### src/design/prc_regs_pkg.sv
`default_nettype none

package prc_regs_pkg;

    // cpu register map
    localparam logic [23:0] reg_mode_addr         = 24'h002080;
    localparam logic [23:0] reg_rate_addr         = 24'h002081;
    localparam logic [23:0] reg_map_base_lo_addr  = 24'h002082;
    localparam logic [23:0] reg_map_base_mid_addr = 24'h002083;
    localparam logic [23:0] reg_map_base_hi_addr  = 24'h002084;
    localparam logic [23:0] reg_scroll_y_addr     = 24'h002085;
    localparam logic [23:0] reg_scroll_x_addr     = 24'h002086;
    localparam logic [23:0] reg_counter_addr      = 24'h00208A;

    localparam int mode_width     = 6;
    localparam int rate_sel_width = 3;
    localparam int map_base_width = 21;
    localparam int scroll_width   = 7;
    localparam int count_width    = 7;
    localparam int skip_width     = 4;

    typedef struct packed {
        logic [mode_width-1:0]     mode;         // bit 1 map enable, bits 5:4 map size
        logic [rate_sel_width-1:0] rate_sel;
        logic [map_base_width-1:0] map_base;
        logic [scroll_width-1:0]   scroll_y;
        logic [scroll_width-1:0]   scroll_x;
        logic                      rate_changed; // single cycle
    } prc_config_t;

    // map size in tiles, indexed by mode bits 5:4
    localparam logic [3:0][4:0] map_width_of  = {5'd24, 5'd24, 5'd16, 5'd12};
    localparam logic [3:0][4:0] map_height_of = {5'd16, 5'd8, 5'd12, 5'd16};

endpackage

`default_nettype wire

### src/design/prc_video_pkg.sv
`default_nettype none

package prc_video_pkg;

    localparam int addr_width = 24;
    localparam int data_width = 8;

    typedef logic [addr_width-1:0] addr_t;
    typedef logic [data_width-1:0] data_t;

    // lcd geometry, one vram byte is an 8 pixel column of a page
    localparam int screen_columns = 96;
    localparam int screen_pages   = 8;

    localparam addr_t vram_base    = 24'h001000;
    localparam addr_t tilemap_base = 24'h001360;

    localparam int frame_ticks        = 66;
    localparam int render_start_tick  = 24;
    localparam int default_osc_divide = 855;

    // skip count at which a frame is active, per rate select
    localparam logic [7:0][3:0] rate_match_of =
        {4'd7, 4'd5, 4'd3, 4'd1, 4'd11, 4'd8, 4'd5, 4'd2};

endpackage

`default_nettype wire

### src/design/prc_mem_bus_if.sv
`timescale 1ns/1ps
`default_nettype none

interface prc_mem_bus_if;

    logic                 valid;
    logic                 ready;    // low holds the current access
    logic                 write;
    prc_video_pkg::addr_t address;
    prc_video_pkg::data_t wdata;
    prc_video_pkg::data_t rdata;    // sampled in the handshake cycle

    modport master (output valid, output write, output address, output wdata,
                    input ready, input rdata);

    // memory side
    modport slave (input valid, input write, input address, input wdata,
                   output ready, output rdata);

endinterface

`default_nettype wire

### src/design/prc_registers.sv
`timescale 1ns/1ps
`default_nettype none

module prc_registers
(
    input  wire                                   clk,
    input  wire                                   reset,
    input  wire                                   bus_write,
    input  wire prc_video_pkg::addr_t             bus_address,
    input  wire prc_video_pkg::data_t             bus_wdata,
    input  wire [prc_regs_pkg::count_width-1:0]   frame_count,
    input  wire [prc_regs_pkg::skip_width-1:0]    skip_count,
    output prc_video_pkg::data_t                  bus_rdata,
    output prc_regs_pkg::prc_config_t             cfg
);

    logic [prc_regs_pkg::mode_width-1:0]       mode_q;
    logic [3:0]                                rate_q;      // bits 3:1 rate select
    logic [prc_regs_pkg::map_base_width-1:3]   map_base_q;  // 8 byte aligned
    logic [prc_regs_pkg::scroll_width-1:0]     scroll_y_q;
    logic [prc_regs_pkg::scroll_width-1:0]     scroll_x_q;
    logic                                      rate_changed;
    prc_video_pkg::data_t                      scroll_y_limit;
    prc_video_pkg::data_t                      scroll_x_limit;

    // largest scroll that keeps the 96x64 window inside the selected map
    assign scroll_y_limit = {prc_regs_pkg::map_height_of[mode_q[5:4]], 3'b000} - 8'd64;
    assign scroll_x_limit = {prc_regs_pkg::map_width_of[mode_q[5:4]], 3'b000} - 8'd96;

    always_ff @(posedge clk, posedge reset)
    begin
        if (reset)
        begin
            mode_q       <= '0;
            rate_q       <= '0;
            map_base_q   <= '0;
            scroll_y_q   <= '0;
            scroll_x_q   <= '0;
            rate_changed <= 1'b0;
        end
        else
        begin
            rate_changed <= 1'b0;
            if (bus_write)
            begin
                case (bus_address)
                    prc_regs_pkg::reg_mode_addr:
                        mode_q <= bus_wdata[5:0];
                    prc_regs_pkg::reg_rate_addr:
                    begin
                        rate_q       <= bus_wdata[3:0];
                        rate_changed <= (bus_wdata[3:1] != rate_q[3:1]);
                    end
                    prc_regs_pkg::reg_map_base_lo_addr:
                        map_base_q[7:3] <= bus_wdata[7:3];
                    prc_regs_pkg::reg_map_base_mid_addr:
                        map_base_q[15:8] <= bus_wdata;
                    prc_regs_pkg::reg_map_base_hi_addr:
                        map_base_q[20:16] <= bus_wdata[4:0];
                    prc_regs_pkg::reg_scroll_y_addr:
                        if (bus_wdata <= scroll_y_limit)
                            scroll_y_q <= bus_wdata[6:0];
                    prc_regs_pkg::reg_scroll_x_addr:
                        if (bus_wdata <= scroll_x_limit)
                            scroll_x_q <= bus_wdata[6:0];
                    default:
                    begin
                    end
                endcase
            end
        end
    end

    always_comb
    begin
        case (bus_address)
            prc_regs_pkg::reg_mode_addr:         bus_rdata = {2'b00, mode_q};
            prc_regs_pkg::reg_rate_addr:         bus_rdata = {skip_count, rate_q};
            prc_regs_pkg::reg_map_base_lo_addr:  bus_rdata = {map_base_q[7:3], 3'b000};
            prc_regs_pkg::reg_map_base_mid_addr: bus_rdata = map_base_q[15:8];
            prc_regs_pkg::reg_map_base_hi_addr:  bus_rdata = {3'b000, map_base_q[20:16]};
            prc_regs_pkg::reg_scroll_y_addr:     bus_rdata = {1'b0, scroll_y_q};
            prc_regs_pkg::reg_scroll_x_addr:     bus_rdata = {1'b0, scroll_x_q};
            prc_regs_pkg::reg_counter_addr:      bus_rdata = {1'b0, frame_count};
            default:                             bus_rdata = '0;
        endcase
    end

    assign cfg = '{
        mode:         mode_q,
        rate_sel:     rate_q[3:1],
        map_base:     {map_base_q, 3'b000},
        scroll_y:     scroll_y_q,
        scroll_x:     scroll_x_q,
        rate_changed: rate_changed
    };

endmodule

`default_nettype wire

### src/design/prc_frame_timer.sv
`timescale 1ns/1ps
`default_nettype none

module prc_frame_timer
#(
    parameter int osc_divide = prc_video_pkg::default_osc_divide
)
(
    input  wire                                   clk,
    input  wire                                   reset,
    input  wire prc_regs_pkg::prc_config_t        cfg,
    output logic [prc_regs_pkg::count_width-1:0]  frame_count,
    output logic [prc_regs_pkg::skip_width-1:0]   skip_count,
    output logic                                  render_start,
    output logic                                  irq_render_done
);

    logic [$clog2(osc_divide)-1:0] div_count;
    logic                          tick_end;
    logic                          active;
    logic                          last_tick;

    assign tick_end  = (int'(div_count) == osc_divide - 1);
    assign active    = (skip_count == prc_video_pkg::rate_match_of[cfg.rate_sel]);
    assign last_tick = (int'(frame_count) == prc_video_pkg::frame_ticks);

    always_ff @(posedge clk, posedge reset)
    begin
        if (reset)
        begin
            div_count       <= '0;
            frame_count     <= 7'd1;
            skip_count      <= '0;
            render_start    <= 1'b0;
            irq_render_done <= 1'b0;
        end
        else
        begin
            render_start    <= 1'b0;
            irq_render_done <= 1'b0;
            div_count       <= tick_end ? '0 : div_count + 1'b1;

            if (tick_end)
            begin
                frame_count <= last_tick ? 7'd1 : frame_count + 7'd1;

                // counter is about to reach the render start tick
                if (int'(frame_count) == prc_video_pkg::render_start_tick - 1)
                    render_start <= active && cfg.mode[1];

                if (last_tick)
                begin
                    if (active)
                    begin
                        irq_render_done <= 1'b1;
                        skip_count      <= '0;
                    end
                    else
                        skip_count <= skip_count + 1'b1;   // skipped frame
                end
            end

            if (cfg.rate_changed)
                skip_count <= '0;
        end
    end

endmodule

`default_nettype wire

### src/design/prc_map_renderer.sv
`timescale 1ns/1ps
`default_nettype none

module prc_map_renderer
(
    input  wire                            clk,
    input  wire                            reset,
    input  wire prc_regs_pkg::prc_config_t cfg,
    input  wire                            render_start,
    prc_mem_bus_if.master                  mem
);

    // three accesses per vram byte
    typedef enum logic [1:0] {st_idle, st_map, st_tile, st_write} state_t;

    state_t               state;
    logic [6:0]           xc;
    logic [2:0]           yc;
    logic [6:0]           next_xc;
    logic [2:0]           next_yc;
    logic [7:0]           next_mx;    // map pixel column
    logic [4:0]           next_my;    // map tile row
    logic [2:0]           tile_col;
    logic                 last_col;
    logic                 done;
    prc_video_pkg::addr_t map_width;
    prc_video_pkg::addr_t map_addr;

    always_comb
    begin
        last_col = (xc == 7'(prc_video_pkg::screen_columns - 1));
        done     = last_col && (yc == 3'(prc_video_pkg::screen_pages - 1));
        if (state == st_idle)
        begin
            next_xc = '0;
            next_yc = '0;
        end
        else if (last_col)
        begin
            next_xc = '0;
            next_yc = yc + 3'd1;
        end
        else
        begin
            next_xc = xc + 7'd1;
            next_yc = yc;
        end
        next_mx   = {1'b0, next_xc} + {1'b0, cfg.scroll_x};
        next_my   = {2'b00, next_yc} + {1'b0, cfg.scroll_y[6:3]};   // whole tile rows only
        map_width = prc_video_pkg::addr_t'(prc_regs_pkg::map_width_of[cfg.mode[5:4]]);
        map_addr  = prc_video_pkg::tilemap_base + prc_video_pkg::addr_t'(next_my) * map_width
                  + prc_video_pkg::addr_t'(next_mx[7:3]);
        tile_col  = xc[2:0] + cfg.scroll_x[2:0];
    end

    assign mem.valid = (state != st_idle);   // also the busy flag
    assign mem.write = (state == st_write);

    always_ff @(posedge clk, posedge reset)
    begin
        if (reset)
        begin
            state <= st_idle;
            xc    <= '0;
            yc    <= '0;
        end
        else
        begin
            case (state)
                st_idle:
                    if (render_start)
                    begin
                        state <= st_map;
                        xc    <= '0;
                        yc    <= '0;
                    end
                st_map:
                    if (mem.ready)
                        state <= st_tile;
                st_tile:
                    if (mem.ready)
                        state <= st_write;
                st_write:
                    if (mem.ready)
                    begin
                        xc    <= next_xc;
                        yc    <= next_yc;
                        state <= done ? st_idle : st_map;
                    end
            endcase
        end
    end

    // request payload only moves on a handshake
    always_ff @(posedge clk)
    begin
        case (state)
            st_idle:
                mem.address <= map_addr;
            st_map:
                if (mem.ready)
                    mem.address <= prc_video_pkg::addr_t'(cfg.map_base)
                                 + prc_video_pkg::addr_t'({mem.rdata, 3'b000})
                                 + prc_video_pkg::addr_t'(tile_col);
            st_tile:
                if (mem.ready)
                begin
                    mem.wdata   <= mem.rdata;
                    mem.address <= prc_video_pkg::vram_base
                                 + prc_video_pkg::addr_t'(yc)
                                 * prc_video_pkg::addr_t'(prc_video_pkg::screen_columns)
                                 + prc_video_pkg::addr_t'(xc);
                end
            st_write:
                if (mem.ready)
                    mem.address <= map_addr;
        endcase
    end

endmodule

`default_nettype wire

### src/design/prc_top.sv
`timescale 1ns/1ps
`default_nettype none

module prc_top
#(
    parameter int osc_divide = prc_video_pkg::default_osc_divide
)
(
    input  wire                        clk,
    input  wire                        reset,
    input  wire                        bus_write,
    input  wire prc_video_pkg::addr_t  bus_address,
    input  wire prc_video_pkg::data_t  bus_wdata,
    output prc_video_pkg::data_t       bus_rdata,
    output logic                       mem_valid,
    input  wire                        mem_ready,
    output logic                       mem_write,
    output prc_video_pkg::addr_t       mem_address,
    output prc_video_pkg::data_t       mem_wdata,
    input  wire prc_video_pkg::data_t  mem_rdata,
    output logic                       irq_render_done
);

    prc_regs_pkg::prc_config_t            cfg;
    logic [prc_regs_pkg::count_width-1:0] frame_count;
    logic [prc_regs_pkg::skip_width-1:0]  skip_count;
    logic                                 render_start;

    prc_mem_bus_if mem_bus ();

    // memory bus out to the pins
    assign mem_valid     = mem_bus.valid;
    assign mem_write     = mem_bus.write;
    assign mem_address   = mem_bus.address;
    assign mem_wdata     = mem_bus.wdata;
    assign mem_bus.ready = mem_ready;
    assign mem_bus.rdata = mem_rdata;

    prc_registers i_registers
    (
        .clk         (clk),
        .reset       (reset),
        .bus_write   (bus_write),
        .bus_address (bus_address),
        .bus_wdata   (bus_wdata),
        .frame_count (frame_count),
        .skip_count  (skip_count),
        .bus_rdata   (bus_rdata),
        .cfg         (cfg)
    );

    prc_frame_timer #(.osc_divide(osc_divide)) i_frame_timer
    (
        .clk             (clk),
        .reset           (reset),
        .cfg             (cfg),
        .frame_count     (frame_count),
        .skip_count      (skip_count),
        .render_start    (render_start),
        .irq_render_done (irq_render_done)
    );

    prc_map_renderer i_map_renderer
    (
        .clk          (clk),
        .reset        (reset),
        .cfg          (cfg),
        .render_start (render_start),
        .mem          (mem_bus)
    );

endmodule

`default_nettype wire

### config.mk
export PLATFORM = sky130hd
export DESIGN_NAME = prc_top
export DESIGN_NICKNAME = d
export VERILOG_FILES = /design/src/design/prc_regs_pkg.sv /design/src/design/prc_video_pkg.sv /design/src/design/prc_mem_bus_if.sv /design/src/design/prc_registers.sv /design/src/design/prc_frame_timer.sv /design/src/design/prc_map_renderer.sv /design/src/design/prc_top.sv
export SDC_FILE = /design/constraint.sdc
export NUM_CORES = 1
export LEC_CHECK = 0
export BUFFER_PORTS_ARGS = -buffer_cell sky130_fd_sc_hd__buf_4
export CORE_ASPECT_RATIO = 0.9
export CORE_MARGIN = 3
export CORE_UTILIZATION = 64
export CTS_BUF_LIST = sky130_fd_sc_hd__clkbuf_4 sky130_fd_sc_hd__clkbuf_8 sky130_fd_sc_hd__clkbuf_16
export DETAILED_ROUTE_END_ITERATION = 10
export PLACE_DENSITY_LB_ADDON = 0.15
export SYNTH_ARGS = -nofsm -noshare
export SYNTH_HDL_FRONTEND = slang
export SYNTH_SLANG_ARGS = --single-unit
### constraint.sdc
create_clock -name clk -period 7.91 [get_ports clk]
set_input_delay 0.791 -clock clk [delete_from_list [all_inputs] [get_ports clk]]
set_output_delay 0.791 -clock clk [all_outputs]
set_load 0.02 [all_outputs]
==> After elaboration in Yosys (flattened, before gate mapping) <==
Memories as Yosys holds them, arrays and structs flattened.
Index checks and enable logic that the tools add are counted.
{ "word_totals": {"register_bits": 110, "mem_bits_ro": 32, "input_bits": 44, "output_inout_bits": 43, "wordCells": 121, "mem_count": 1} }
{ "op_classes": {"add_sub_neg": 16, "n_mul": 2, "n_lt_le_gt_ge": 4, "n_eq_ne": 22, "mux": 39, "n_reduce_logical": 19} }
{ "memory_table": {"columns": ["name", "depth", "width", "rd", "rd_clocked_by_memory_dff", "wr", "line_no", "text"], "rows": [
  ["(no name shown)", 8, 4, 1, 0, 0, "prc_frame_timer.sv:24", "assign active = (skip_count == prc_video_pkg::rate_match_of[cfg.rate_sel]);"]
]} }
{ "ops": {"columns": ["op", "count"], "rows": [
  ["== test 24 x 14 -> 1 bit, second input constant", 8],
  ["case mux 24 bit (4 select lines)", 1],
  ["two-way mux 24 bit", 3],
  ["case mux 8 bit (8 select lines)", 1],
  ["two-way mux 7 bit", 5],
  ["adder 13 x 10 -> 14 bit, first input constant", 2],
  ["adder 24 x 3 -> 24 bit", 1],
  ["adder 24 x 5 -> 24 bit", 1],
  ["adder 24 x 7 -> 24 bit", 1],
  ["adder 21 x 11 -> 22 bit", 1],
  ["binary-select mux 5 bit (select 2 bit)", 2],
  ["two-way mux 4 bit", 5],
  ["<= comparator 8 bit", 2],
  ["subtractor 8 x 7 -> 8 bit, second input constant", 2],
  ["adder 7 x 1 -> 7 bit, second input constant", 2],
  ["== test 7 bit, second input constant", 2],
  ["case mux 7 bit (2 select lines)", 1],
  ["AND reduction 2 bit", 7],
  ["two-way mux 3 bit", 4],
  ["AND reduction 3 bit", 4],
  ["adder 10 x 1 -> 10 bit, second input constant", 1],
  ["== test 10 x 9 -> 1 bit, second input constant", 1],
  ["multiplier 5 x 5 -> 10 bit", 1],
  ["two-way mux 10 bit", 1],
  ["other kinds (24)", 43]
]} }

==> Logic depth before layout (Yosys ltp) <==
{ "logic_depth": {"depth_word": 9, "ltp_mapped": 22} }

==> Hierarchy <==
A second synthesis with hierarchy kept.
{ "unflattened": {"cells_unflattened": 740, "hier_area_um2": 7589.8} }
{ "by_module_without_submodules": {"columns": ["mod", "n_inst", "cells_each", "area_per_inst_um2"], "rows": [
  ["prc_map_renderer", 1, 396, 3802.4],
  ["prc_registers", 1, 213, 2511.2],
  ["prc_frame_timer", 1, 131, 1276.2]
]} }

==> Worst setup path after synthesis <==
No wires, ideal clock.
{ "synth_path": {"path_kind": "register to register", "startpoint": "reg i_map_renderer.xc[0]", "endpoint": "reg i_map_renderer.mem.address[11], data pin", "setup_ps": 270, "t_arrival_ps": 4885, "required_time_ps": 7640, "setup_slack_ps": 2754, "stages_incl_launch_ff": 23, "cell_sequence": "dfrtp_1 ha_1 nand4_1 nor3_2 mux2i_1 nor2_1 ha_1 a21o_1 a21oi_1 xnor2_1 nand2b_1 ha_1 inv_1 fa_1 ha_1 ha_1 fa_1 a21o_1 a21oi_1 xnor2_1 nand4_1 xnor2_1 a21oi_1"} }
{ "synth_between": {"elab_chain_len": 9} }
{ "synth_rtl": {"columns": ["element", "line_no", "text"], "rows": [
  ["from (decl)", "prc_map_renderer.sv:17", "logic [6:0] xc;"],
  ["from (signal assigned)", "prc_map_renderer.sv:86", "xc <= next_xc;"],
  ["== test 7 bit", "prc_map_renderer.sv:31", "last_col = (xc == 7'(prc_video_pkg::screen_columns - 1));"],
  ["two-way mux 3 bit", "prc_map_renderer.sv:38", "else if (last_col)"],
  ["two-way mux 3 bit", "prc_map_renderer.sv:33", "if (state == st_idle)"],
  ["adder 3 x 4 -> 5 bit", "prc_map_renderer.sv:49", "next_my = {2'b00, next_yc} + {1'b0, cfg.scroll_y[6:3]};"],
  ["multiplier 5 x 5 -> 10 bit", "prc_map_renderer.sv:51", "map_addr = prc_video_pkg::tilemap_base + prc_video_pkg::addr_t'(next_my) * map_width"],
  ["adder 13 x 10 -> 14 bit", "prc_map_renderer.sv:51", null],
  ["adder 24 x 5 -> 24 bit", "prc_map_renderer.sv:52", "+ prc_video_pkg::addr_t'(next_mx[7:3]);"],
  ["two-way mux 24 bit", "prc_map_renderer.sv:115", "if (mem.ready)"],
  ["case mux 24 bit (4 select lines) *", "prc_map_renderer.sv:97", "case (state)"],
  ["to (signal assigned)", "prc_map_renderer.sv:99", "mem.address <= map_addr;"],
  ["to (signal assigned)", "prc_map_renderer.sv:102", "mem.address <= prc_video_pkg::addr_t'(cfg.map_base)"],
  ["to (signal assigned)", "prc_map_renderer.sv:116", "mem.address <= map_addr;"],
  ["to (decl)", "prc_mem_bus_if.sv:13", "modport master (output valid, output write, output address, output wdata,"]
]} }
Every way passes the cells marked *; elsewhere a longest branch is shown, timed or not. The select of a mux whose other input is x is not followed.
A chain may end at the register's enable or synchronous reset.

==> Worst setup path after layout <==
Same ends and word-level chain as after synthesis.

==> metrics.txt <==
routability cong. 0.907; initial antenna violation count 0; final setup fails 0; Top FF cell, synth dfrtp_1; critical path arrival 6.04 ns; Die ar. 0.0126 mm²; number of global-route vias before repair 5815; Logic pwr share 4.8%; post-synth top area cell dfrtp_1; core area 0.0109 mm²; Int Pwr 844 µW; DR WL/cell 19.1 µm; n_diodes 0; DRT Pass-1 Iters 5; RSZ-0062 raised after global routing false; Root Buffer Master clkbuf_16; syn avg cell area 10.2 µm²; Rows 36; Crit Path Max Fanout 8; sequential share of power 52.0%; clock buffer count from CTS 9; Final Critical Period 5.94 ns; ys async rst share 72.2%; Filler Cells Inserted 798; share of the synthesized area in the top cell type 26.7%; final hold violation count 0; Clock Tree Buf Depth 2; CP Capture Type flip-flop; Worst setup SP type flip-flop; Starting Density 66.2%; chip width 118 µm; IO Pins 87; total track usage 29.1%; TNS Setup 0 ns; Netlist cell types 66; sw power 253 µW; FF+latch area 0.00285 mm²; Post-CTS Setup Bufs 0; power share of the clock group 43.2%; maximum VDD drop 120 µV; later-pin clock latency in the skew report 0.37 ns; CTS clk-pin slew, worst paths 0.08 ns; routed vias/inst 6.23; CTS tree built; CTS Hold Buffers Added 0; CP Data Required Time 8.01 ns; DP Cell Count 923; crit path kind flip-flop to flip-flop; DP HPWL 13600 µm; first-pass GRT wire length 29000 µm; post-route ant nets 0; multi-input logic area 0.00412 mm²; Starting DRT DRC Count 435; H-Tree Depth 3; PortBufs 84; cts repair resizes 0; Syn Inst Count 707; Non-Filler Instances 939; top cells by area, synth dfrtp_1 27%, edfxtp_1 12%, ha_1 10%; Max Slew Vio Count 0; DRC 0; Netlist Area Pre-Place 0.00721 mm²; final WL 17900 µm; outcome complete, no violations; Power Dens Cells 133 mW/mm²; sequential fraction of the synthesis area 39.6%; via count 5854; GRT overflow 0; Die Ht 107 µm; YS warnings 0; synth-to-layout area growth 14.7%; worst-margin pin slew 0.983 ns; hold crit path type flip-flop to flip-flop; clock sink total 108; FMAX 0.168 GHz; Sw Ratio 23.0%; largest net degree at the start of global routing 79; nets 896; Yosys reg bits 108; share of post-route cells with drive strength above 1 20.3%; Post-synth EDFFs 30; Slew headroom 34.4%; Period Utilization, post-route 75.0%; MaxCap Viol Count 0; Worst Skew 0.00896 ns; static leakage 0.00380 µW
## worst max-delay path, cell delays in order, from the launching register on
cell,delay (ns)
dfrtp_1,0.45
ha_1,0.25
nand4_1,0.20
nor3_2,0.53
mux2i_1,0.16
nor2_1,0.26
ha_1,0.29
a21o_1,0.18
a21oi_1,0.18
xnor2_1,0.18
nand2b_1,0.09
ha_1,0.28
inv_1,0.05
fa_1,0.48
ha_1,0.31
ha_1,0.23
fa_1,0.41
a21o_1,0.18
a21oi_1,0.17
xnor2_1,0.20
nand4_1,0.24
xnor2_1,0.24
a21oi_1,0.09
## per-stage QoR
stage	total power [µW]	hold WS (ns)	cell area, µm²	setup WS (ns)	utilization, %
floorplan	607	0.462	7210	2.75	-
global placement	633	0.491	7970	2.47	73.1
detailed placement	635	0.496	7970	2.19	73.1
CTS	1100	0.513	8270	2.08	75.9
global route	1130	0.531	8270	1.72	75.9
finish	1100	0.512	8270	1.97	75.9
## cells in the final DEF (no fill, tap or decap), types with 5 or more instances in the layout
cell        n
a21o_1      7
a21oi_1    36
a221oi_1   10
a22o_1      7
a22oi_1    11
a31oi_1    13
and2_1      5
buf_4      88
clkbuf_16   9
dfrtp_1    77
edfxtp_1   30
fa_1       10
ha_1       60
inv_1      35
mux2_2     33
mux2_4      7
mux2i_1     8
nand2_1    52
nand2b_1    9
nand3_1    18
nand4_1    13
nor2_1     55
nor2b_1    10
nor3_1     15
nor3b_1     7
nor4_1      7
o21ai_0    22
xnor2_1    23
xor2_1     34
## kinds of logic (layout without fill, tap and decap cells)
kind of cell	after synthesis	after routing	synth area share, %
and+or+nand+nor	222	222	16.2
AOI/OAI and AO/OA	138	138	12.8
DFF	108	108	39.6
adders and majority gates	70	70	13.2
buffers and inverters	62	141	3.54
xor gates and xnor gates	57	57	6.92
muxes	48	48	7.72
other	2	3	0.104
## power by group through the flow
stage                     Combinational (µW)  Clock, µW  Sequential, µW
after floorplan                         24.6          0             583
after global placement                  50.3          0             583
after detailed placement                52.4          0             583
after CTS                               52.6        478             571
after global routing                    57.3        501             571
final                                   52.6        474             571
## metal layers
layer,wire [µm],share of wire [%],vias up,GRT usage [%]
met5,0,0,-,0
met4,435,2.4,0,10.9
li1,-,-,2729,-
met3,1260,7.0,39,6.38
met1,7370,41,2841,37.5
met2,8850,49,245,48.6
## synth_stat cells, types with 11 or more instances
| cell type | number |
|---|---|
| a21oi_1 | 36 |
| a22oi_1 | 11 |
| a31oi_1 | 13 |
| clkbuf_1 | 18 |
| dfrtp_1 | 77 |
| edfxtp_1 | 30 |
| ha_1 | 60 |
| inv_1 | 36 |
| mux2_2 | 33 |
| nand2_1 | 52 |
| nand3_1 | 18 |
| nand4_1 | 13 |
| nor2_1 | 55 |
| nor3_1 | 16 |
| o21ai_0 | 22 |
| xnor2_1 | 23 |
| xor2_1 | 34 |
## flip-flops by register name (all words and copies together), names as in the netlist, 4 cells and up
signal                      cells
i_frame_timer.div_count        10
i_frame_timer.frame_count       7
i_frame_timer.skip_count        4
i_map_renderer.mem.address     22
i_map_renderer.mem.wdata        8
i_map_renderer.xc               7
i_registers.map_base_q         18
i_registers.mode_q              6
i_registers.rate_q              4
i_registers.scroll_x_q          7
i_registers.scroll_y_q          7
## worst paths after layout
kind | to | startpoint | depth (start not counted) | slack (ns)
max | i_map_renderer.mem.address[11] | i_map_renderer.xc[0] | 22 | 1.97
min | i_registers.mode_q[0] | i_registers.mode_q[0] | 1 | 0.51
max reg2reg | i_map_renderer.mem.address[11] | i_map_renderer.xc[0] | 22 | 1.97
min reg2reg | i_registers.mode_q[0] | i_registers.mode_q[0] | 1 | 0.51
max in group asynchronous | i_registers.rate_q[0] | reset | 3 | 6.55
min in group asynchronous | i_frame_timer.div_count[3] | reset | 3 | 0.72
## final cells by class
type                            instances  share of cell area, %
Clock inverter                          7                   1.01
Sequential cell                       108                   34.5
Timing Repair Buffer                   88                   7.98
Clock buffer                            9                   2.72
Multi-Input combinational cell        538                   49.8
Inverter                               37                   1.68
Tap cell                              152                   2.30
No activity file was read; power rests on OpenSTA's default activity.
